### src/rtl/cache_params.svh
`ifndef CACHE_PARAMS_SVH
`define CACHE_PARAMS_SVH

// cache geometry
`define CACHE_WAYS 4
`define CACHE_SETS 16
`define LINE_BYTES 32

// processor word width and way index width
`define WORD_W 32
`define WAY_W 2

// address split: tag | set | byte offset
`define ADDR_W 32
`define OFFSET_W 5
`define SET_W 4
`define TAG_W 23

`endif

### src/rtl/cache_pkg.sv
`include "cache_params.svh"

package cache_pkg;

    typedef logic [`WORD_W-1:0]       word_t;
    typedef logic [8*`LINE_BYTES-1:0] line_t;
    typedef logic [`WORD_W/8-1:0]     byte_mask_t;
    typedef logic [`LINE_BYTES-1:0]   line_mask_t;
    typedef logic [`TAG_W-1:0]        tag_t;
    typedef logic [`SET_W-1:0]        set_idx_t;
    typedef logic [`WAY_W-1:0]        way_idx_t;
    typedef logic [2:0]               plru_bits_t;

    typedef struct packed {
        tag_t                 tag;
        set_idx_t             set_idx;
        logic [`OFFSET_W-1:0] offset;
    } addr_fields_t;

    // raw view goes to memory, field view drives indexing
    typedef union packed {
        logic [`ADDR_W-1:0] raw;
        addr_fields_t       f;
    } addr_u;

    typedef struct packed {
        addr_u      addr;
        byte_mask_t rmask;
        byte_mask_t wmask;
        word_t      wdata;
    } cpu_req_t;

    typedef struct packed {
        logic [`ADDR_W-1:0] addr;
        logic               read;
        logic               write;
        line_t              wdata;
    } mem_req_t;

    typedef struct packed {
        logic  valid;
        logic  dirty;
        tag_t  tag;
        line_t line;
    } way_entry_t;

    typedef struct packed {
        logic       we;
        line_mask_t mask;
        line_t      line;
        tag_t       tag;
        logic       valid;
        logic       dirty;
    } way_write_t;

    typedef enum logic [1:0] {
        idle,
        lookup,
        write_back,
        allocate
    } cache_state_t;

endpackage

### src/rtl/way_array.sv
`timescale 1ns/10ps
`include "cache_params.svh"

module way_array
    import cache_pkg::*;
(
    input  logic       clk,
    input  logic       rst,
    input  set_idx_t   set_idx,
    input  way_write_t wr,
    output way_entry_t entry
);

    // storage for one way, indexed by set
    line_t                  lines [`CACHE_SETS];
    tag_t                   tags  [`CACHE_SETS];
    logic [`CACHE_SETS-1:0] valid;
    logic [`CACHE_SETS-1:0] dirty;

    // read port registers
    logic  valid_q;
    logic  dirty_q;
    tag_t  tag_q;
    line_t line_q;

    // valid bits are the only state cleared by reset
    always_ff @(posedge clk) begin
        if (rst) begin
            valid <= '0;
        end else if (wr.we) begin
            valid[set_idx] <= wr.valid;
        end
    end

    always_ff @(posedge clk) begin
        if (wr.we) begin
            tags[set_idx]  <= wr.tag;
            dirty[set_idx] <= wr.dirty;
            // byte enables for the line
            for (int b = 0; b < `LINE_BYTES; b++) begin
                if (wr.mask[b]) begin
                    lines[set_idx][8*b +: 8] <= wr.line[8*b +: 8];
                end
            end
        end
    end

    // synchronous read, old contents on a same-edge write
    always_ff @(posedge clk) begin
        if (rst) begin
            valid_q <= 1'b0;
        end else begin
            valid_q <= valid[set_idx];
        end
    end

    always_ff @(posedge clk) begin
        dirty_q <= dirty[set_idx];
        tag_q   <= tags[set_idx];
        line_q  <= lines[set_idx];
    end

    assign entry = '{
        valid: valid_q,
        dirty: dirty_q,
        tag:   tag_q,
        line:  line_q
    };

endmodule

### config.mk
export PLATFORM = sky130hd
export DESIGN_NAME = way_array
export DESIGN_NICKNAME = d
export VERILOG_FILES = /design/src/rtl/cache_pkg.sv /design/src/rtl/way_array.sv
export VERILOG_INCLUDE_DIRS = /design/src /design/src/rtl
export SDC_FILE = /design/constraint.sdc
export NUM_CORES = 2
export LEC_CHECK = 0
export BUFFER_PORTS_ARGS = -buffer_cell sky130_fd_sc_hd__buf_2
export CORE_MARGIN = 2
export CORE_UTILIZATION = 55
export DETAILED_ROUTE_END_ITERATION = 8
export GPL_TIMING_DRIVEN = 0
export PLACE_DENSITY_LB_ADDON = 0.12
export SYNTH_ARGS = -nofsm -noshare
export SYNTH_HDL_FRONTEND = slang
export SYNTH_MEMORY_MAX_BITS = 65536
export SYNTH_SLANG_ARGS = --single-unit
export TNS_END_PERCENT = 50
### constraint.sdc
create_clock -name clk -period 6.05 [get_ports clk]
set_clock_uncertainty 0.15 [all_clocks]
set_input_delay 0.3025 -clock clk [delete_from_list [all_inputs] [get_ports clk]]
set_output_delay 0.3025 -clock clk [all_outputs]
set_load 0.005 [all_outputs]
# Word-level counts from Yosys, hierarchy flattened
# Memories as Yosys holds them, arrays and structs flattened. A register that Yosys moved wholly into a read port is not among the register bits.
# Index checks and enable logic that the tools add are counted.
# word_totals
memories	2
inputBits	320
mem_bits_rw	4464
regBits	34
# mem_list
memory	depth	width	rd	rd_clocked_by_memory_dff	wr	line_no	source
lines	16	256	1	1	1	way_array.sv:15	line_t lines [`CACHE_SETS];
tags	16	23	1	1	1	way_array.sv:16	tag_t tags [`CACHE_SETS];
# op_classes
mux	106
magnitude_cmp	2
reduce_logical	1
# op_table
cell	n
2-to-1 mux 1 bit	101
bitwise mux 16 bit	2
binary-select mux 1 bit (select 4 bit)	2
< comparator 4 x 5 -> 1 bit (second input constant)	1
demux 1 bit (select 4 bit)	1
>= comparator 4 x 1 -> 1 bit (second input constant)	1
logical AND 1 bit	1

# Depth between registers and ports, before layout
# depth
ltp_word	5
mapped_depth	8
ltp_nobuf	4

# Worst setup path before layout
# Ideal clock, no wire load.
# synth_timing
path_kind	input to register
start	in set_idx[2]
end	mem lines[3][184] (netlist name), enable pin
slack_ps	3191
stages	6
setup_ps	332
path_buffers	3
arrival_ps	2377
path_cell_list	buf_2 or3b_1 buf_2 nor2_2 clkbuf_1 and2_1
# synth_rtl
item	line_no	source
from (decl)	way_array.sv:9	input set_idx_t set_idx,
to (decl)	way_array.sv:15	
# Straight into the memory's write port.

# Worst setup path after layout
# layout_timing
start	in set_idx[0]
end	mem lines[15][224] (netlist name), enable pin
# Straight into the memory's write port.

==> run metrics <==
outcome finished, violations left; failing checks capacitance limit, slew limit; clk buf depth 4; DRC viols 0; CP endpoint lines[15][224]; core area 321000 µm²; achievable clock frequency 241 MHz; Nets 9515; Crit path max-delay family buffers and inverters; critical path class in2reg; H-tree depth 5; setup tns final 0 ns; clk_lat worst skew 0.98 ns; critical path arrival 4.59 ns; # IOs 601; CP max FO 33; CTS Buf Count 471; DR vias 85.7k; chip width 571 µm; vias in the first global route 87.1k; CTS tree yes; setup slack, reg-to-reg 4.28 ns; post-synth top area share 76.1%; synthesized area 177000 µm²; endpoint type of the worst setup path flop; pwr/cell area 343 nW/µm²; clock root buffer clkbuf_16; Final Hold Violating Endpoints 0; Most Frequent Cell on Critical Path buf_2; Routed WL 434000 µm; Crit. Startpoint set_idx[0]; Reg2Reg Launch Point lines[14][117]; Sink Count 4777; min-delay src wr[264]; sequential area share after synthesis 79.4%; fin area 205000 µm²; first-pass GRT wire length 616000 µm; layout cells sized above 1 28.2%; area delta synth->final 15.8%; Initial Util 55.2%; peak supply drop 292 µV; CP max stage cell buf_2; Worst path depth 7; drt initial violations 9823; Fin Hold WS 0.112 ns; DP Area 185000 µm²; synth warn 0; post-CTS resize count 0; Slew HR -0.112%; critical-path cell list buf_2 > buf_6 > buf_4 > nand2_1 > nor2_1 > buf_2 > and2_1; Pleak 66.9 nW; post-synthesis instance total 7797; WL/cell 31.1 µm; Slew @ Worst Pin 1.50 ns; Final period util 68.6%; Port Buffers 596; worst-case reg-to-reg path depth 3; FF/Latch Area 140000 µm²; fin. max-slew vios 13; largest net degree at the start of global routing 34; post-synthesis net count 8117; clock slew at reported path FFs 0.06 ns; Die Area 326000 µm²; largest area contributor in the netlist edfxtp_1; slowest stage delay, CP 1.21 ns; GRT Total Usage 26.5%; worst r2r dst line_q[117]; Yosys cell types 29; # fillers 21.6k; post-CTS setup buffers 0; Hold Crit Class in2reg; Worst EP required 6.49 ns; Die Ht 571 µm; RSZ-0062 raised after global routing no; area of the multi-input gates 34200 µm²; fin crit period 4.15 ns; # setup viols final 0; Worst Path Buf+Inv 4; Avg Inst Size Synth 22.7 µm²; FF+latch count, synth 4777; Congestion Overflow GR 0; ANT nets after route 0; drt pass-1 iters 6; initial antenna violation count 124; largest cells by area after synthesis edfxtp_1 76%, mux4_2 14%, dfxtp_1 3.4%; Worst setup SP type primary input; cell row count 208; dpl hpwl 285000 µm; post-DR vias/cell 6.12; max-cap violation count 1; routability cong. 0.819
==> how the worst min path moves through the flow <==
stage	end	slack (ns)	depth (start not counted)
after floorplan	dirty[0]	0.25	0
after global placement	valid[9]	0.31	2
after detailed placement	valid[5]	0.32	2
after CTS	lines[6][245]	0.03	2
after global routing	lines[4][239]	0.08	2
final	lines[4][239]	0.11	2
==> cells in the final DEF (no fill, tap or decap), types with 13 or more instances in the layout <==
cell           instances
buf_6                 13
a21oi_1               13
nor2_1                13
clkinv_1              62
dfxtp_1              297
and2_1               513
clkbuf_1             297
mux4_2              1122
clkinvlp_4            21
clkbuf_2              33
a22oi_1              560
dlygate4sd3_1        322
clkinv_2              88
diode_2               67
buf_4                 36
nand2_1              295
clkbuf_16            479
inv_6                 15
buf_2                747
bufinv_16             56
edfxtp_1            4480
clkbuf_8              48
buf_1                 26
==> worst register-to-register path, cell delays in order (launching register included) <==
cell	delay [ns]
edfxtp_1	0.36
mux4_2	0.48
a22oi_1	0.29
nand2_1	0.27
==> cells by family after synthesis <==
group	synth area share [%]
DFF	79.4
and+or+nand+nor	2.54
buffers and inverters	1.22
muxes	14.3
AOI/OAI and AO/OA	2.46
==> layer usage <==
metal / vias up / routed length (µm) / track usage, %
li1: 35600 / - / -
met1: 45500 / 172000 / 37.4
met2: 3778 / 210000 / 42.3
met3: 681 / 38400 / 5.61
met4: 46 / 13600 / 8.06
met5: - / 292 / 0
==> registers in the layout (all words and copies together) (netlist names) <==
register and flops:
valid 16, tag_q 23, valid_q 1, line_q 256, tags 368, dirty_q 1
lines 4096, dirty 16
==> layout make-up <==
type / count / share of cell area, %
Tap cell: 4305 / 2.63
Sequential cell: 4777 / 68.6
Inverter: 1 / 0.00183
Clock inverter: 263 / 1.41
Timing Repair Buffer: 925 / 3.10
Antenna cell: 67 / 0.0819
Multi-Input combinational cell: 2557 / 16.7
Clock buffer: 631 / 6.37
Buffer: 462 / 1.09
==> cell usage after synthesis <==
cell type	count
mux4_2	1122
buf_1	26
dfxtp_1	297
nand3b_1	2
o22ai_1	1
or3_1	1
mux2_2	2
clkbuf_1	236
nor3_2	3
inv_1	1
and2_1	513
nor2_1	14
nand2_1	295
nor3_4	1
a22oi_1	560
a311o_1	1
nor2_2	4
mux2i_1	6
o21ai_0	12
nand3_1	1
or3b_1	1
buf_4	36
buf_2	151
a21oi_1	13
buf_6	13
o2111ai_1	1
edfxtp_1	4480
nand2b_1	3
nor2b_1	1
==> power by group <==
group          total (W)  leakage, nW  switching [W]  internal, W
sequential        0.0369         42.9       0.000220       0.0367
combinational    0.00349         16.2        0.00212      0.00137
clock             0.0299         7.80         0.0124       0.0175
==> through the flow <==
stage	setup slack [ns]	instances	power (W)	utilization, %
3_5_place_dp	0.819	12700	0.0409	57.8
3_3_place_gp	-0.172	12700	0.0408	57.8
4_1_cts	1.87	13900	0.0707	63.8
2_1_floorplan	3.19	7797	0.0392	-
6_report	1.90	14000	0.0703	63.9
5_1_grt	1.90	13900	0.0723	63.8
==> timing repair <==
item / 4_1_cts / 5_1_grt
endpoints found under the setup margin: 0 / 0
endpoints found under the hold margin: 6727 / 0
hold buffers: 322 / 0
No activity file was read; power rests on OpenSTA's default activity.
