[src/rtl/cache_params.svh]
`ifndef CACHE_PARAMS_SVH
`define CACHE_PARAMS_SVH

// cache geometry
`define CACHE_WAYS 4
`define CACHE_SETS 16
`define LINE_BYTES 32

// processor word width and way index width
`define WORD_W 32
`define WAY_W 2

// address split: tag | set | byte offset
`define ADDR_W 32
`define OFFSET_W 5
`define SET_W 4
`define TAG_W 23

`endif

[src/rtl/cache_pkg.sv]
`include "cache_params.svh"

package cache_pkg;

    typedef logic [`WORD_W-1:0]       word_t;
    typedef logic [8*`LINE_BYTES-1:0] line_t;
    typedef logic [`WORD_W/8-1:0]     byte_mask_t;
    typedef logic [`LINE_BYTES-1:0]   line_mask_t;
    typedef logic [`TAG_W-1:0]        tag_t;
    typedef logic [`SET_W-1:0]        set_idx_t;
    typedef logic [`WAY_W-1:0]        way_idx_t;
    typedef logic [2:0]               plru_bits_t;

    typedef struct packed {
        tag_t                 tag;
        set_idx_t             set_idx;
        logic [`OFFSET_W-1:0] offset;
    } addr_fields_t;

    // raw view goes to memory, field view drives indexing
    typedef union packed {
        logic [`ADDR_W-1:0] raw;
        addr_fields_t       f;
    } addr_u;

    typedef struct packed {
        addr_u      addr;
        byte_mask_t rmask;
        byte_mask_t wmask;
        word_t      wdata;
    } cpu_req_t;

    typedef struct packed {
        logic [`ADDR_W-1:0] addr;
        logic               read;
        logic               write;
        line_t              wdata;
    } mem_req_t;

    typedef struct packed {
        logic  valid;
        logic  dirty;
        tag_t  tag;
        line_t line;
    } way_entry_t;

    typedef struct packed {
        logic       we;
        line_mask_t mask;
        line_t      line;
        tag_t       tag;
        logic       valid;
        logic       dirty;
    } way_write_t;

    typedef enum logic [1:0] {
        idle,
        lookup,
        write_back,
        allocate
    } cache_state_t;

endpackage

[src/rtl/plru_tree.sv]
`timescale 1ns/10ps
`include "cache_params.svh"

module plru_tree
    import cache_pkg::*;
(
    input  logic     clk,
    input  logic     rst,
    input  set_idx_t set_idx,
    output way_idx_t victim_way,
    input  logic     update,
    input  way_idx_t used_way
);

    plru_bits_t tree [`CACHE_SETS];
    plru_bits_t cur;
    plru_bits_t nxt;

    assign cur = tree[set_idx];

    // bit0 picks the half, bit1 or bit2 the way inside it
    always_comb begin
        if (cur[0]) begin
            victim_way = cur[1] ? 2'd0 : 2'd1;
        end else begin
            victim_way = cur[2] ? 2'd2 : 2'd3;
        end
    end

    // point the tree away from the used way
    always_comb begin
        nxt = cur;
        case (used_way)
            2'd0: begin
                nxt[0] = 1'b0;
                nxt[1] = 1'b0;
            end
            2'd1: begin
                nxt[0] = 1'b0;
                nxt[1] = 1'b1;
            end
            2'd2: begin
                nxt[0] = 1'b1;
                nxt[2] = 1'b0;
            end
            default: begin
                nxt[0] = 1'b1;
                nxt[2] = 1'b1;
            end
        endcase
    end

    always_ff @(posedge clk) begin
        if (rst) begin
            for (int s = 0; s < `CACHE_SETS; s++) begin
                tree[s] <= '0;
            end
        end else if (update) begin
            tree[set_idx] <= nxt;
        end
    end

endmodule

[config.mk]
export PLATFORM = sky130hd
export DESIGN_NAME = plru_tree
export DESIGN_NICKNAME = d
export VERILOG_FILES = /design/src/rtl/cache_pkg.sv /design/src/rtl/plru_tree.sv
export VERILOG_INCLUDE_DIRS = /design/src /design/src/rtl
export SDC_FILE = /design/constraint.sdc
export NUM_CORES = 1
export LEC_CHECK = 0
export BUFFER_PORTS_ARGS = -buffer_cell sky130_fd_sc_hd__buf_2
export CORE_MARGIN = 8
export CORE_UTILIZATION = 62
export DETAILED_ROUTE_END_ITERATION = 10
export PLACE_DENSITY = 0.8
export SYNTH_ARGS = -nofsm -noshare
export SYNTH_HDL_FRONTEND = slang
export SYNTH_SLANG_ARGS = --single-unit
[constraint.sdc]
create_clock -name clk -period 4.26 [get_ports clk]
set_input_delay 0.213 -clock clk [delete_from_list [all_inputs] [get_ports clk]]
set_output_delay 0.213 -clock clk [all_outputs]
set_load 0.01 [all_outputs]
Word level (Yosys, flattened, before mapping)
Memory sizes are Yosys's and may differ from the RTL's.
Index checks and enable logic that the tools add are counted.
Word-level totals
  flip-flop bits (word level): 0
  latch bits: 0
  bits in writable memories: 48
  memory bits (read-only): 0
  input bits: 9
  output and inout port bits: 2
  logic and storage cells: 20
  memories kept: 1
Memory list
  tree: words 16, bits a word 3, rd ports 1, clocked after memory_dff 0, write ports 16, line plru_tree.sv:15  | plru_bits_t tree [`CACHE_SETS];
Operators by class
  add/sub/neg operators: 0
  multiply operators: 0
  div/mod/pow operators: 0
  magnitude comparators: 0
  equal/unequal tests: 2
  shift-type cells: 0
  muxes and demuxes: 14
  bitwise logic cells: 0
  reductions and logical operators: 3
Operator list (count)
  $mux W1: 9
  $mux W4: 1
  $pmux W1 S2: 2
  $mux W3: 1
  $reduce_or A3 Y1: 1
  $eq A2 B1 Y1 const B: 1
  $eq A2 B2 Y1 const B: 1
  $logic_not A2 Y1: 1
  $mux W2: 1
  $reduce_or A2 Y1: 1

Longest topological paths before layout
  word-level depth: 5
  mapped depth: 7
  depth with buffers taken out: 5

Worst setup path after synthesis
No wires, ideal clock.
  kind: input to output
  start: input port set_idx[0]
  end: output port victim_way[0]
  arrival: 1.557 ns
  path slack: 2.490 ns
  stages: 5
  buffers on the path: 1
  cell sequence: buf_2 -> mux4_2 -> nand3_1 -> and3_1 -> mux2_2
On the way
  word-level cells in the longest chain between the ends: 3
  elaborated cells between the ends (all ways): 4
  classes of those cells: mux (3); memory (1)
Ends and longest elaborated chain
  start: declaration: line plru_tree.sv:9  | input set_idx_t set_idx,
  $mem_v2 Z16 W3 *
  $mux W1 (on tied branches): line plru_tree.sv:26, plru_tree.sv:24
  $mux W2 *: line plru_tree.sv:23  | if (cur[0]) begin
  end: declaration: line plru_tree.sv:10  | output way_idx_t victim_way,
Mark *: on every way between the ends. The rest lies on a longest branch, timed or not.

Worst setup path in the final report
  start: memory tree[0][0] in the netlist's numbering
  end: output port victim_way[0]
On the way
  word-level cells in the longest chain between the ends: 2
Ends and longest elaborated chain (line)
  start: declaration: plru_tree.sv:15
  $mem_v2 Z16 W3
  $mux W2: plru_tree.sv:23
Every way passes these cells.

==> results_dict.tcl <==
set metrics [dict create \
    multi_input_area_sq_um 923 \
    ys_warn_count 0 \
    cp-start-kind "flop" \
    post_cts_resized 0 \
    largest_register_ffs 48 \
    placement.io_buffers 10 \
    synth_largest_area_cell "edfxtp_1" \
    ys_seq_area_share_pct 58.6 \
    synth_nets 203 \
    firstDrtPassIters 4 \
    period_share_pct 53.3 \
    synth_common_cells "edfxtp_1 (48), nor2_1 (37), nand2b_1 (19)" \
    wl_per_cell_um 19.0 \
    antenna_left 0 \
    synth_area_leaders "edfxtp_1 (59%), mux4_2 (6.4%), nor2_1 (5.6%), nand2b_1 (4.8%), nor2_2 (4.3%)" \
    ioPinCount 11 \
    r2r_setup_slack_ns 2.01 \
    post-place-ws_ns 1.69 \
    crit_arrival_ns 2.06 \
    htreeDepth 2 \
    worstHoldPathType "input port to flop" \
    start_util_pct 62.8 \
    r2r_start "tree[10][2]$_SDFFCE_PN0P_" \
    cp_max_fo 2 \
    drtIter0Drc 203 \
    seqCellArea_sq_um 1440 \
    setup_viol 0 \
    synth-main-ff-cell "edfxtp_1" \
    drv_cap 0 \
    largestRegisters "tree x48" \
    grt-busiest-layer "met2" \
    slew_headroom_pct 43.5 \
    p_leak_nw 0.909 \
    clock-sinks 48 \
    die_w_um 79.0 \
    powerDensity_nw_per_um2 373 \
    finalWirelength_um 4760 \
    nets 209 \
    synth-edff-count 48 \
    grt_setup_unrepaired "no" \
    clk_pin_slew_ns 0.08 \
    cts.path.max_buffers 2 \
    drive_above_1_share_pct 24.9 \
    path_class "flop to primary output" \
    cts_root_buf "clkbuf_8" \
    period_needed_ns 2.27 \
    regMostFlops "tree" \
    met3_usage_pct 4.63 \
    use_met1_pct 18.3 \
    num_vias 1521 \
    hold_depth 2 \
    yosysTopAreaCellShare_pct 58.6 \
    netlist_area_sq_um 2460 \
    antennaDiodeCount 0 \
    skew_ns 0.00726 \
    core-area_sq_um 3910 \
    vias_per_cell 6.06 \
    syn_inst 194 \
    tns_ns 0 \
    post-route-util_pct 66.3 \
    synth.most_common_cell "edfxtp_1" \
    cts_setup_buffers 0 \
    grt_overflow_total 0 \
    status "finished, final reports clean" \
    max_freq_mhz 441 \
    required_ns 4.05 \
    ys_ff_latch 48 \
    worstMarginPinSlew_ns 0.847 \
    rr_worst_depth 5 \
    r2r-end "tree[1][2]$_SDFFCE_PN0P_" \
    grt_use_met2_pct 28.8 \
    clk_latency_ns 0.30 \
    worstHoldStart "used_way[1]" \
    synthArstFlopShare_pct 0 \
    die_h_um 79.0 \
    grt_use_total_pct 16.4 \
    drv_slew 0 \
    die_area_sq_um 6240 \
    final.fill_count 303 \
    hold_viol 0 \
    ir_drop_v 0.000212 \
    layout_setup_ws_ns 1.99 \
    dp_hpwl_um 3410 \
    cts_tree "built" \
    yosysUniqueCellTypes 29 \
    grt_pass1_wl_um 7710 \
    area_growth_pct 5.60 \
    drc_errors 0 \
    crit_path_end_kind "primary output" \
    hold_slack_ns 0.365 \
    rows 23 \
    antenna_found_initial 0 \
    numCtsBuffers 5 \
    grt_pass1_vias 1566 \
    avgSynthCellArea_sq_um 12.7 \
    min_to "tree[12][1]$_SDFFCE_PN0P_" \
    grt_max_degree 21 \
    cts_hold_buf 0 \
    gp_congestion 0.850 \
]
[through the flow]
stage / total power [mW] / cell area, sq um / instances
finish: 0.969 / 2600 / 251
floorplan: 0.640 / 2460 / 194
CTS: 0.966 / 2600 / 251
global placement: 0.660 / 2490 / 243
detailed placement: 0.663 / 2490 / 243
global route: 0.996 / 2600 / 251
[logic make-up (layout without fill, tap and decap cells)]
logic type / count (synthesis) / after routing / synth area share (%)
buf+inv: 14 / 21 / 3.82
flops: 48 / 48 / 58.6
compound gates: 12 / 12 / 5.50
mux: 17 / 17 / 11.3
simple gates: 103 / 103 / 20.8
[critical path: stages, from the launching register on]
cell	delay (ns)
edfxtp_1	0.40
mux4_2	0.47
a22oi_1	0.17
and3_1	0.24
mux2_2	0.34
buf_2	0.14
[area by class of cell]
cell class / count / share of cell area (%)
Clock buffer: 6 / 2.80
Tap cell: 50 / 2.41
Inverter: 3 / 0.434
Multi-Input combinational cell: 132 / 35.6
Sequential cell: 48 / 55.5
Clock inverter: 2 / 1.35
Timing Repair Buffer: 10 / 1.93
[power breakdown]
| part | switching, mW | internal [mW] | total (mW) |
|---|---|---|---|
| registers | 0.00713 | 0.540 | 0.547 |
| clock network | 0.141 | 0.174 | 0.315 |
| logic | 0.0667 | 0.0393 | 0.106 |
[layer usage]
layer	vias up	part of all wire, %
li1	709	-
met1	733	37
met2	64	53
met3	15	7.2
met4	0	2.4
met5	-	0
[placed cells by master, fill, tap and decap left out, drive strengths merged, types with 2 or more instances in the layout]
cell and count:
nor2 54, edfxtp 48, nand2b 19, nand2 14, buf 10, mux4 8, mux2i 6, clkbuf 6
nand3 5, nor2b 4, mux2 3, and3 2, inv 2, a221o 2, a21oi 2, o21ai 2
a311oi 2, nor3b 2, nor3 2, o31ai 2, clkinv 2
[worst max path at each step]
| stage | from | end | slack [ns] | cells past startpoint |
|---|---|---|---|---|
| 6_report | tree[0][0]$_SDFFCE_PN0P_ | victim_way[0] | 1.99 | 5 |
| 5_1_grt | set_idx[3] | tree[1][2]$_SDFFCE_PN0P_ | 1.86 | 6 |
| 4_1_cts | set_idx[3] | tree[1][2]$_SDFFCE_PN0P_ | 1.98 | 6 |
| 3_5_place_dp | set_idx[3] | tree[1][2]$_SDFFCE_PN0P_ | 1.69 | 6 |
| 3_3_place_gp | set_idx[3] | tree[1][2]$_SDFFCE_PN0P_ | 1.75 | 6 |
| 2_1_floorplan | set_idx[0] | victim_way[0] | 2.49 | 5 |
No activity file was read; power rests on OpenSTA's default activity.
