[config.mk]
export PLATFORM = sky130hd
export DESIGN_NAME = way_match
export DESIGN_NICKNAME = d
export VERILOG_FILES = /design/src/rtl/cache_pkg.sv /design/src/rtl/way_match.sv
export VERILOG_INCLUDE_DIRS = /design/src /design/src/rtl
export SDC_FILE = /design/constraint.sdc
export NUM_CORES = 2
export LEC_CHECK = 0
export BUFFER_PORTS_ARGS = -buffer_cell sky130_fd_sc_hd__buf_2
export CAP_MARGIN = 40
export CELL_PAD_IN_SITES_DETAIL_PLACEMENT = 1
export CELL_PAD_IN_SITES_GLOBAL_PLACEMENT = 2
export CORE_AREA = 2 2 691 693
export DETAILED_ROUTE_END_ITERATION = 8
export DIE_AREA = 0 0 693 695
export PLACE_DENSITY = 0.34
export SLEW_MARGIN = 20
export SYNTH_ARGS = -nofsm -noshare
export SYNTH_HDL_FRONTEND = slang
export SYNTH_SLANG_ARGS = --single-unit
[constraint.sdc]
create_clock -name vclk -period 11.1
set_clock_uncertainty 0.2 [all_clocks]
set_input_delay 2.775 -clock vclk [all_inputs]
set_output_delay 2.775 -clock vclk [all_outputs]
set_load 0.02 [all_outputs]
[src/rtl/cache_params.svh]
`ifndef CACHE_PARAMS_SVH
`define CACHE_PARAMS_SVH

// cache geometry
`define CACHE_WAYS 4
`define CACHE_SETS 16
`define LINE_BYTES 32

// processor word width and way index width
`define WORD_W 32
`define WAY_W 2

// address split: tag | set | byte offset
`define ADDR_W 32
`define OFFSET_W 5
`define SET_W 4
`define TAG_W 23

`endif

[src/rtl/cache_pkg.sv]
`include "cache_params.svh"

package cache_pkg;

    typedef logic [`WORD_W-1:0]       word_t;
    typedef logic [8*`LINE_BYTES-1:0] line_t;
    typedef logic [`WORD_W/8-1:0]     byte_mask_t;
    typedef logic [`LINE_BYTES-1:0]   line_mask_t;
    typedef logic [`TAG_W-1:0]        tag_t;
    typedef logic [`SET_W-1:0]        set_idx_t;
    typedef logic [`WAY_W-1:0]        way_idx_t;
    typedef logic [2:0]               plru_bits_t;

    typedef struct packed {
        tag_t                 tag;
        set_idx_t             set_idx;
        logic [`OFFSET_W-1:0] offset;
    } addr_fields_t;

    // raw view goes to memory, field view drives indexing
    typedef union packed {
        logic [`ADDR_W-1:0] raw;
        addr_fields_t       f;
    } addr_u;

    typedef struct packed {
        addr_u      addr;
        byte_mask_t rmask;
        byte_mask_t wmask;
        word_t      wdata;
    } cpu_req_t;

    typedef struct packed {
        logic [`ADDR_W-1:0] addr;
        logic               read;
        logic               write;
        line_t              wdata;
    } mem_req_t;

    typedef struct packed {
        logic  valid;
        logic  dirty;
        tag_t  tag;
        line_t line;
    } way_entry_t;

    typedef struct packed {
        logic       we;
        line_mask_t mask;
        line_t      line;
        tag_t       tag;
        logic       valid;
        logic       dirty;
    } way_write_t;

    typedef enum logic [1:0] {
        idle,
        lookup,
        write_back,
        allocate
    } cache_state_t;

endpackage

[src/rtl/way_match.sv]
`timescale 1ns/10ps
`include "cache_params.svh"

module way_match
    import cache_pkg::*;
(
    input  cpu_req_t   req,
    input  way_entry_t entries [`CACHE_WAYS],
    input  way_idx_t   victim_way,
    output logic       hit,
    output way_idx_t   hit_way,
    output way_entry_t victim,
    output word_t      read_word,
    output line_t      merged_line
);

    logic [`CACHE_WAYS-1:0] way_hits;
    line_t                  hit_line;
    logic [`OFFSET_W-1:0]   offset;
    logic                   pending;

    assign offset  = req.addr.f.offset;
    assign pending = (req.rmask != '0) || (req.wmask != '0);

    // per-way tag compare
    always_comb begin
        for (int w = 0; w < `CACHE_WAYS; w++) begin
            way_hits[w] = entries[w].valid && (entries[w].tag == req.addr.f.tag);
        end
    end

    // lowest hitting way wins
    always_comb begin
        hit     = |way_hits;
        hit_way = '0;
        for (int w = `CACHE_WAYS - 1; w >= 0; w--) begin
            if (way_hits[w]) begin
                hit_way = way_idx_t'(w);
            end
        end
    end

    assign hit_line  = entries[hit_way].line;
    assign read_word = hit_line[8*offset +: `WORD_W];

    // write bytes land on top of the hit line
    always_comb begin
        merged_line = hit_line;
        for (int b = 0; b < `WORD_W/8; b++) begin
            if (req.wmask[b]) begin
                merged_line[8*(offset + b) +: 8] = req.wdata[8*b +: 8];
            end
        end
    end

    assign victim = entries[victim_way];

    // a tag lives in at most one way of a set
    always_comb begin
        if (pending) begin
            assert final ($onehot0(way_hits))
                else $error("way_match: tag present in more than one way");
        end
    end

endmodule

**Word level (Yosys, flattened, before mapping)**

Index checks and enable logic that the tools add are counted.

- Output and inout bits: 572
- Input bits: 1198
- Word-level logic and storage cells: 47
- Register bits after elaboration: 0

- Order comparisons: 2
- Shift-type cells: 9
- Equal/unequal tests: 4
- Reductions and logical operators: 5
- Bitwise logic cells: 2
- Mux-type cells: 18
- Add/sub/neg operators: 7

Operator list:

| kind | number |
|---|---|
| $mux W256 | 6 |
| $bmux W281 S2 | 2 |
| $bwmux W256 | 4 |
| $shift A8 B34 Y256 const A | 4 |
| $shiftx A8 B34 Y256 | 4 |
| $mux W281 | 2 |
| $shiftx A256 B9 Y32 | 1 |
| $neg A9 Y34 | 3 |
| $eq A23 B23 Y1 | 4 |
| $neg A8 Y34 | 1 |
| $add A5 B2 Y6 const B | 2 |
| $mux W2 | 4 |
| $add A5 B1 Y6 const B | 1 |
| $ge A3 B3 Y1 const B | 2 |
| $not A2 Y3 | 2 |
| $logic_and A1 B1 Y1 | 4 |
| $reduce_or A4 Y1 | 1 |

**Depth between registers and ports, before layout**

- Depth in word-level cells: 18
- Gate-level depth with buffers: 21
- Mapped depth without buffers: 14

**Worst setup path before layout**

No wires, ideal clock.

- Path kind: input-to-output
- Start: input req[40] (netlist bit)
- End: output merged_line[235]
- Data arrival time: 7.464 ns
- Path buffers: 7
- Required time: 8.125 ns
- Slack: 0.661 ns
- Stages: 21
- Path through: clkbuf_1 inv_2 buf_1 clkbuf_1 buf_1 clkbuf_1 ha_1 clkbuf_1 nand3_1 inv_1 ha_1 nor2b_1 nand2_1 nor3_1 nand2_1 clkbuf_1 nor3_1 a21oi_1 a211oi_1 a31oi_1 o21ai_0

- Word-level cells in the longest chain between the ends: 10
- Elaborated cells between the ends (all ways): 23
- Classes of those cells: 7 x add/sub; 8 x shift; 8 x mux

Ends and longest elaborated chain:

| what | RTL line | source |
|---|---|---|
| start: declaration | way_match.sv:7 | `input cpu_req_t req,` |
| parallel branches: the longest is 9 deep, another holds $neg A9 Y34 | -- |  |
| $mux W256 (*) | way_match.sv:50 | `if (req.wmask[b]) begin` |
| end: declaration | way_match.sv:14 | `output line_t merged_line` |

Mark *: on every way between the ends.

**Final worst setup path**

- Start: input req[53] (netlist bit)
- End: output read_word[24]

- Word-level cells in the longest chain between the ends: 11
- Elaborated cells between the ends (all ways): 17
- Classes of those cells: 4 x eq/ne; 1 x shift; 7 x mux; 1 x bitwise; 4 x reduce/logical

Ends and longest elaborated chain:

| what | RTL line | source |
|---|---|---|
| $eq A23 B23 Y1 | way_match.sv:28 | `way_hits[w] = entries[w].valid && (entries[w].tag == req.addr.f.tag);` |
| $logic_and A1 B1 Y1 | way_match.sv:28 |  |
| $mux W2 (3 in series) | way_match.sv:37 | `if (way_hits[w]) begin` |
| $mux W2 (*) | way_match.sv:37 |  |
| $not A2 Y3 (not written as such) (*) | way_match.sv:43 | `assign hit_line = entries[hit_way].line;` |
| $bmux W281 S2 (*) | way_match.sv:43 |  |
| $mux W256 (not written as such) (*) (2 in series) | way_match.sv:43 |  |
| $shiftx A256 B9 Y32 (*) | way_match.sv:44 | `` assign read_word = hit_line[8*offset +: `WORD_W]; `` |
| end: declaration | way_match.sv:13 | `output word_t read_word,` |

Mark *: on every way between the ends. The rest lies on a longest branch, timed or not. The select of a mux whose other input is x is not followed.

==> impl_metrics.env <==
export IMPL_syn_area_sq_mm=0.03618
export IMPL_final_setup_tns_ps=0
export IMPL_hp_start="entries[139]"
export IMPL_fmax_mhz=90.16
export IMPL_die_h_um=695
export IMPL_p_int_uw=1432
export IMPL_report_final_slew_viol_count=0
export IMPL_fin_crit_sh=0.9992
export IMPL_start_util=0.07635
export IMPL_critical_path_cell_chain="clkbuf_4 > xnor2_1 > nand4_1 > or4_1 > or3_1 > a211o_4 > buf_12 > buf_12 > buf_4 > mux2i_1 > mux2i_1 > buf_12 > nand2_1 > a2111oi_0 > nor3_1 > o311ai_2 > buf_4 > buf_12"
export IMPL_synth_top_family_by_area="multiplexers"
export IMPL_grt_use_total=0.2897
export IMPL_outcome="complete, but fails checks"
export IMPL_crit_type="in2out"
export IMPL_comb_power_share=1.000
export IMPL_viasPerCell=4.600
export IMPL_powerDensity_mw_per_mm2=60.36
export IMPL_crit_path_start_kind="primary input"
export IMPL_synth_fa_ha_area_frac=0.003804
export IMPL_power_switching_fraction=0.6513
export IMPL_holdPathStages=3
export IMPL_sequentialPowerShare=0
export IMPL_area_sequential_sq_um=0
export IMPL_ant_nets=1
export IMPL_synthMuxAreaShare=0.4345
export IMPL_fin_nets=8838
export IMPL_hold_violations=0
export IMPL_max_stage_delay_ps=570
export IMPL_area_growth_pct=88.06
export IMPL_fin_crit_ps=11090
export IMPL_critical_path_arrival_ps=8120
export IMPL_grt_max_degree=108
export IMPL_syn_area_per_cell_sq_um=7.217
export IMPL_syn_nets=6222
export IMPL_synthTopCellsByArea="mux2i_1 24%, mux4_2 19%, a21oi_1 8.3%"
export IMPL_tightest_slew_ps=1111
export IMPL_drtIter0Drc=7194
export IMPL_total_power_uw=4107
export IMPL_yosysUniqueCellTypes=67
export IMPL_yosysSeqAreaShare=0
export IMPL_violations="antenna rules"
export IMPL_fp_coreArea_sq_mm=0.4739
export IMPL_grt_pass1_wl_um=872800
export IMPL_wirelength_um=731500
export IMPL_switchingPower_uw=2675
export IMPL_grt_ovfl_total=0
export IMPL_drive_gt1_frac=0.4657
export IMPL_io_buffers=1762
export IMPL_drc=0
export IMPL_maxCapViolations=0
export IMPL_crit_path_frequent_cell="buf_12"
export IMPL_fp_dieW_um=693
export IMPL_slew_headroom=0.2596
export IMPL_wl_per_cell_um=51.88
export IMPL_clockPowerShare=0
export IMPL_cp_slowest_cell="or4_1"
export IMPL_rsz0062_at_grt="no"
export IMPL_grt_pass1_vias=61783
export IMPL_antenna_found_initial=745
export IMPL_n_sequential_cell=0
export IMPL_fin_ws_ps=9.138
export IMPL_vias=64856
export IMPL_synth_compound_area_frac=0.2842
export IMPL_yosysTopAreaCell="mux2i_1"
export IMPL_fin_util=0.1436
export IMPL_place_congestion=1.086
export IMPL_synth_xor_xnor_area_share=0.02760
export IMPL_ios=1770
export IMPL_finalSetupViolCount=0
export IMPL_synth_top_area_share=0.2415
export IMPL_drt_first_pass_iters=6
export IMPL_p_leak_uw=0.02749
export IMPL_syn_instance_count=5013
export IMPL_rows=253
export IMPL_vdd_drop_max_v=0.00002242
export IMPL_hold_end="victim[139]"
export IMPL_worst_ep_required_time_ps=8120
export IMPL_yosys_warnings=0
export IMPL_dieArea_sq_mm=0.4816
export IMPL_hpwl_um=653400
export IMPL_post_place_ws_ps=-143.9
export IMPL_hold_path_class="in2out"
export IMPL_cp_max_fo=26
export IMPL_endpoint_kind="output port"
export IMPL_synth_simple_area_share=0.1906
export IMPL_nClkBuffers=0
[per-layer routing]
layer / wire length [um] / global-route usage / part of all wire / vias to the layer above
li1: - / - / - / 25214
met1: 298700 / 0.3542 / 0.41 / 33431
met2: 323900 / 0.4639 / 0.44 / 4577
met3: 57640 / 0.07625 / 0.079 / 1456
met4: 50040 / 0.1530 / 0.068 / 178
met5: 1206 / 0 / 0.0016 / -
[how the worst max path moves through the flow]
stage | start | to | slack, ps | cells after the start
2_1_floorplan | req[40] | merged_line[235] | 660 | 21
3_3_place_gp | req[60] | read_word[6] | -180 | 19
3_5_place_dp | req[60] | read_word[24] | -140 | 18
4_1_cts | req[61] | merged_line[3] | 40 | 19
5_1_grt | req[60] | read_word[0] | 30 | 19
6_report | req[53] | read_word[24] | 9 | 18
[synth_stat cells, types with 57 or more instances]
cell,instances
nor2_1,646
o21ai_0,197
a21oi_1,599
buf_1,76
and3_1,103
a22oi_1,167
mux2i_1,873
nor3_1,117
xnor2_1,67
nand3_1,121
nand4_1,57
nand2_1,418
clkbuf_1,331
mux4_2,299
o22ai_1,63
a31oi_1,74
a311oi_1,70
a211oi_1,276
[power by group through the flow]
stage,sequential (uW),clock (uW),combinational [uW]
2_1_floorplan,0,0,1180
3_3_place_gp,0,0,4070
3_5_place_dp,0,0,4070
4_1_cts,0,0,4090
5_1_grt,0,0.000813,4150
6_report,0,0.00205,4110
[kinds of logic after synthesis]
family	after synthesis
xor gates and xnor gates	114
adders and majority gates	11
buffers and inverters	507
AOI/OAI and AO/OA	1620
muxes	1194
and+or+nand+nor	1567
[cells in the final DEF (no fill, tap or decap), types with 9 or more instances in the layout]
master       n
nand4_1     57
a22o_1      18
nor2_1     624
inv_1        9
a32oi_1     15
o22ai_1     63
nor4_1      39
diode_2    226
nor3_1     116
o211ai_1    28
o21ai_0    197
xnor2_1     63
mux2_2      22
nor2_2      20
xor2_1      47
and3_1     103
a221oi_1    24
a22oi_1    167
mux2i_1    800
buf_4     1199
a21oi_1    598
buf_2     1473
nand3_1    121
buf_12     418
ha_1        11
a211o_1      9
mux4_2     299
nand2_1    418
a311oi_1    70
a31oi_1     74
o32ai_1      9
and2_1      18
mux2i_4      9
mux2i_2     64
a211oi_1   274
[through the flow]
step | hold slack [ps] | cells | cell area [sq um]
after floorplan | 5568 | 5013 | 36180
after global placement | 5804 | 13844 | 66980
after detailed placement | 5812 | 13872 | 67390
after CTS | 5815 | 13874 | 67430
after global routing | 5826 | 13945 | 67650
final | 5814 | 14100 | 68040
[cell type report]
type | count | area [sq um]
diodes | 226 | 565.5
fillers | 56442 | 405800
inverters | 14 | 65.06
multi-input cells | 4506 | 34590
well taps | 6247 | 7816
repair buffers | 3107 | 25010
[what timing repair did]
item / in CTS / in global routing
setup endpoints to repair: 4 / 21
resized for setup: 4 / 11
setup buffers: 2 / 0
pin swaps: 1 / 1
hold buffers: 0 / 0
[critical path: cells and delay by family]
kind            cells  cell delay [ps]
mux                 2              650
compound gates      3             1390
xor+xnor            1              350
buf+inv             7             1470
simple gates        5             1330
Note: power is estimated with default switching activity, not from simulation.
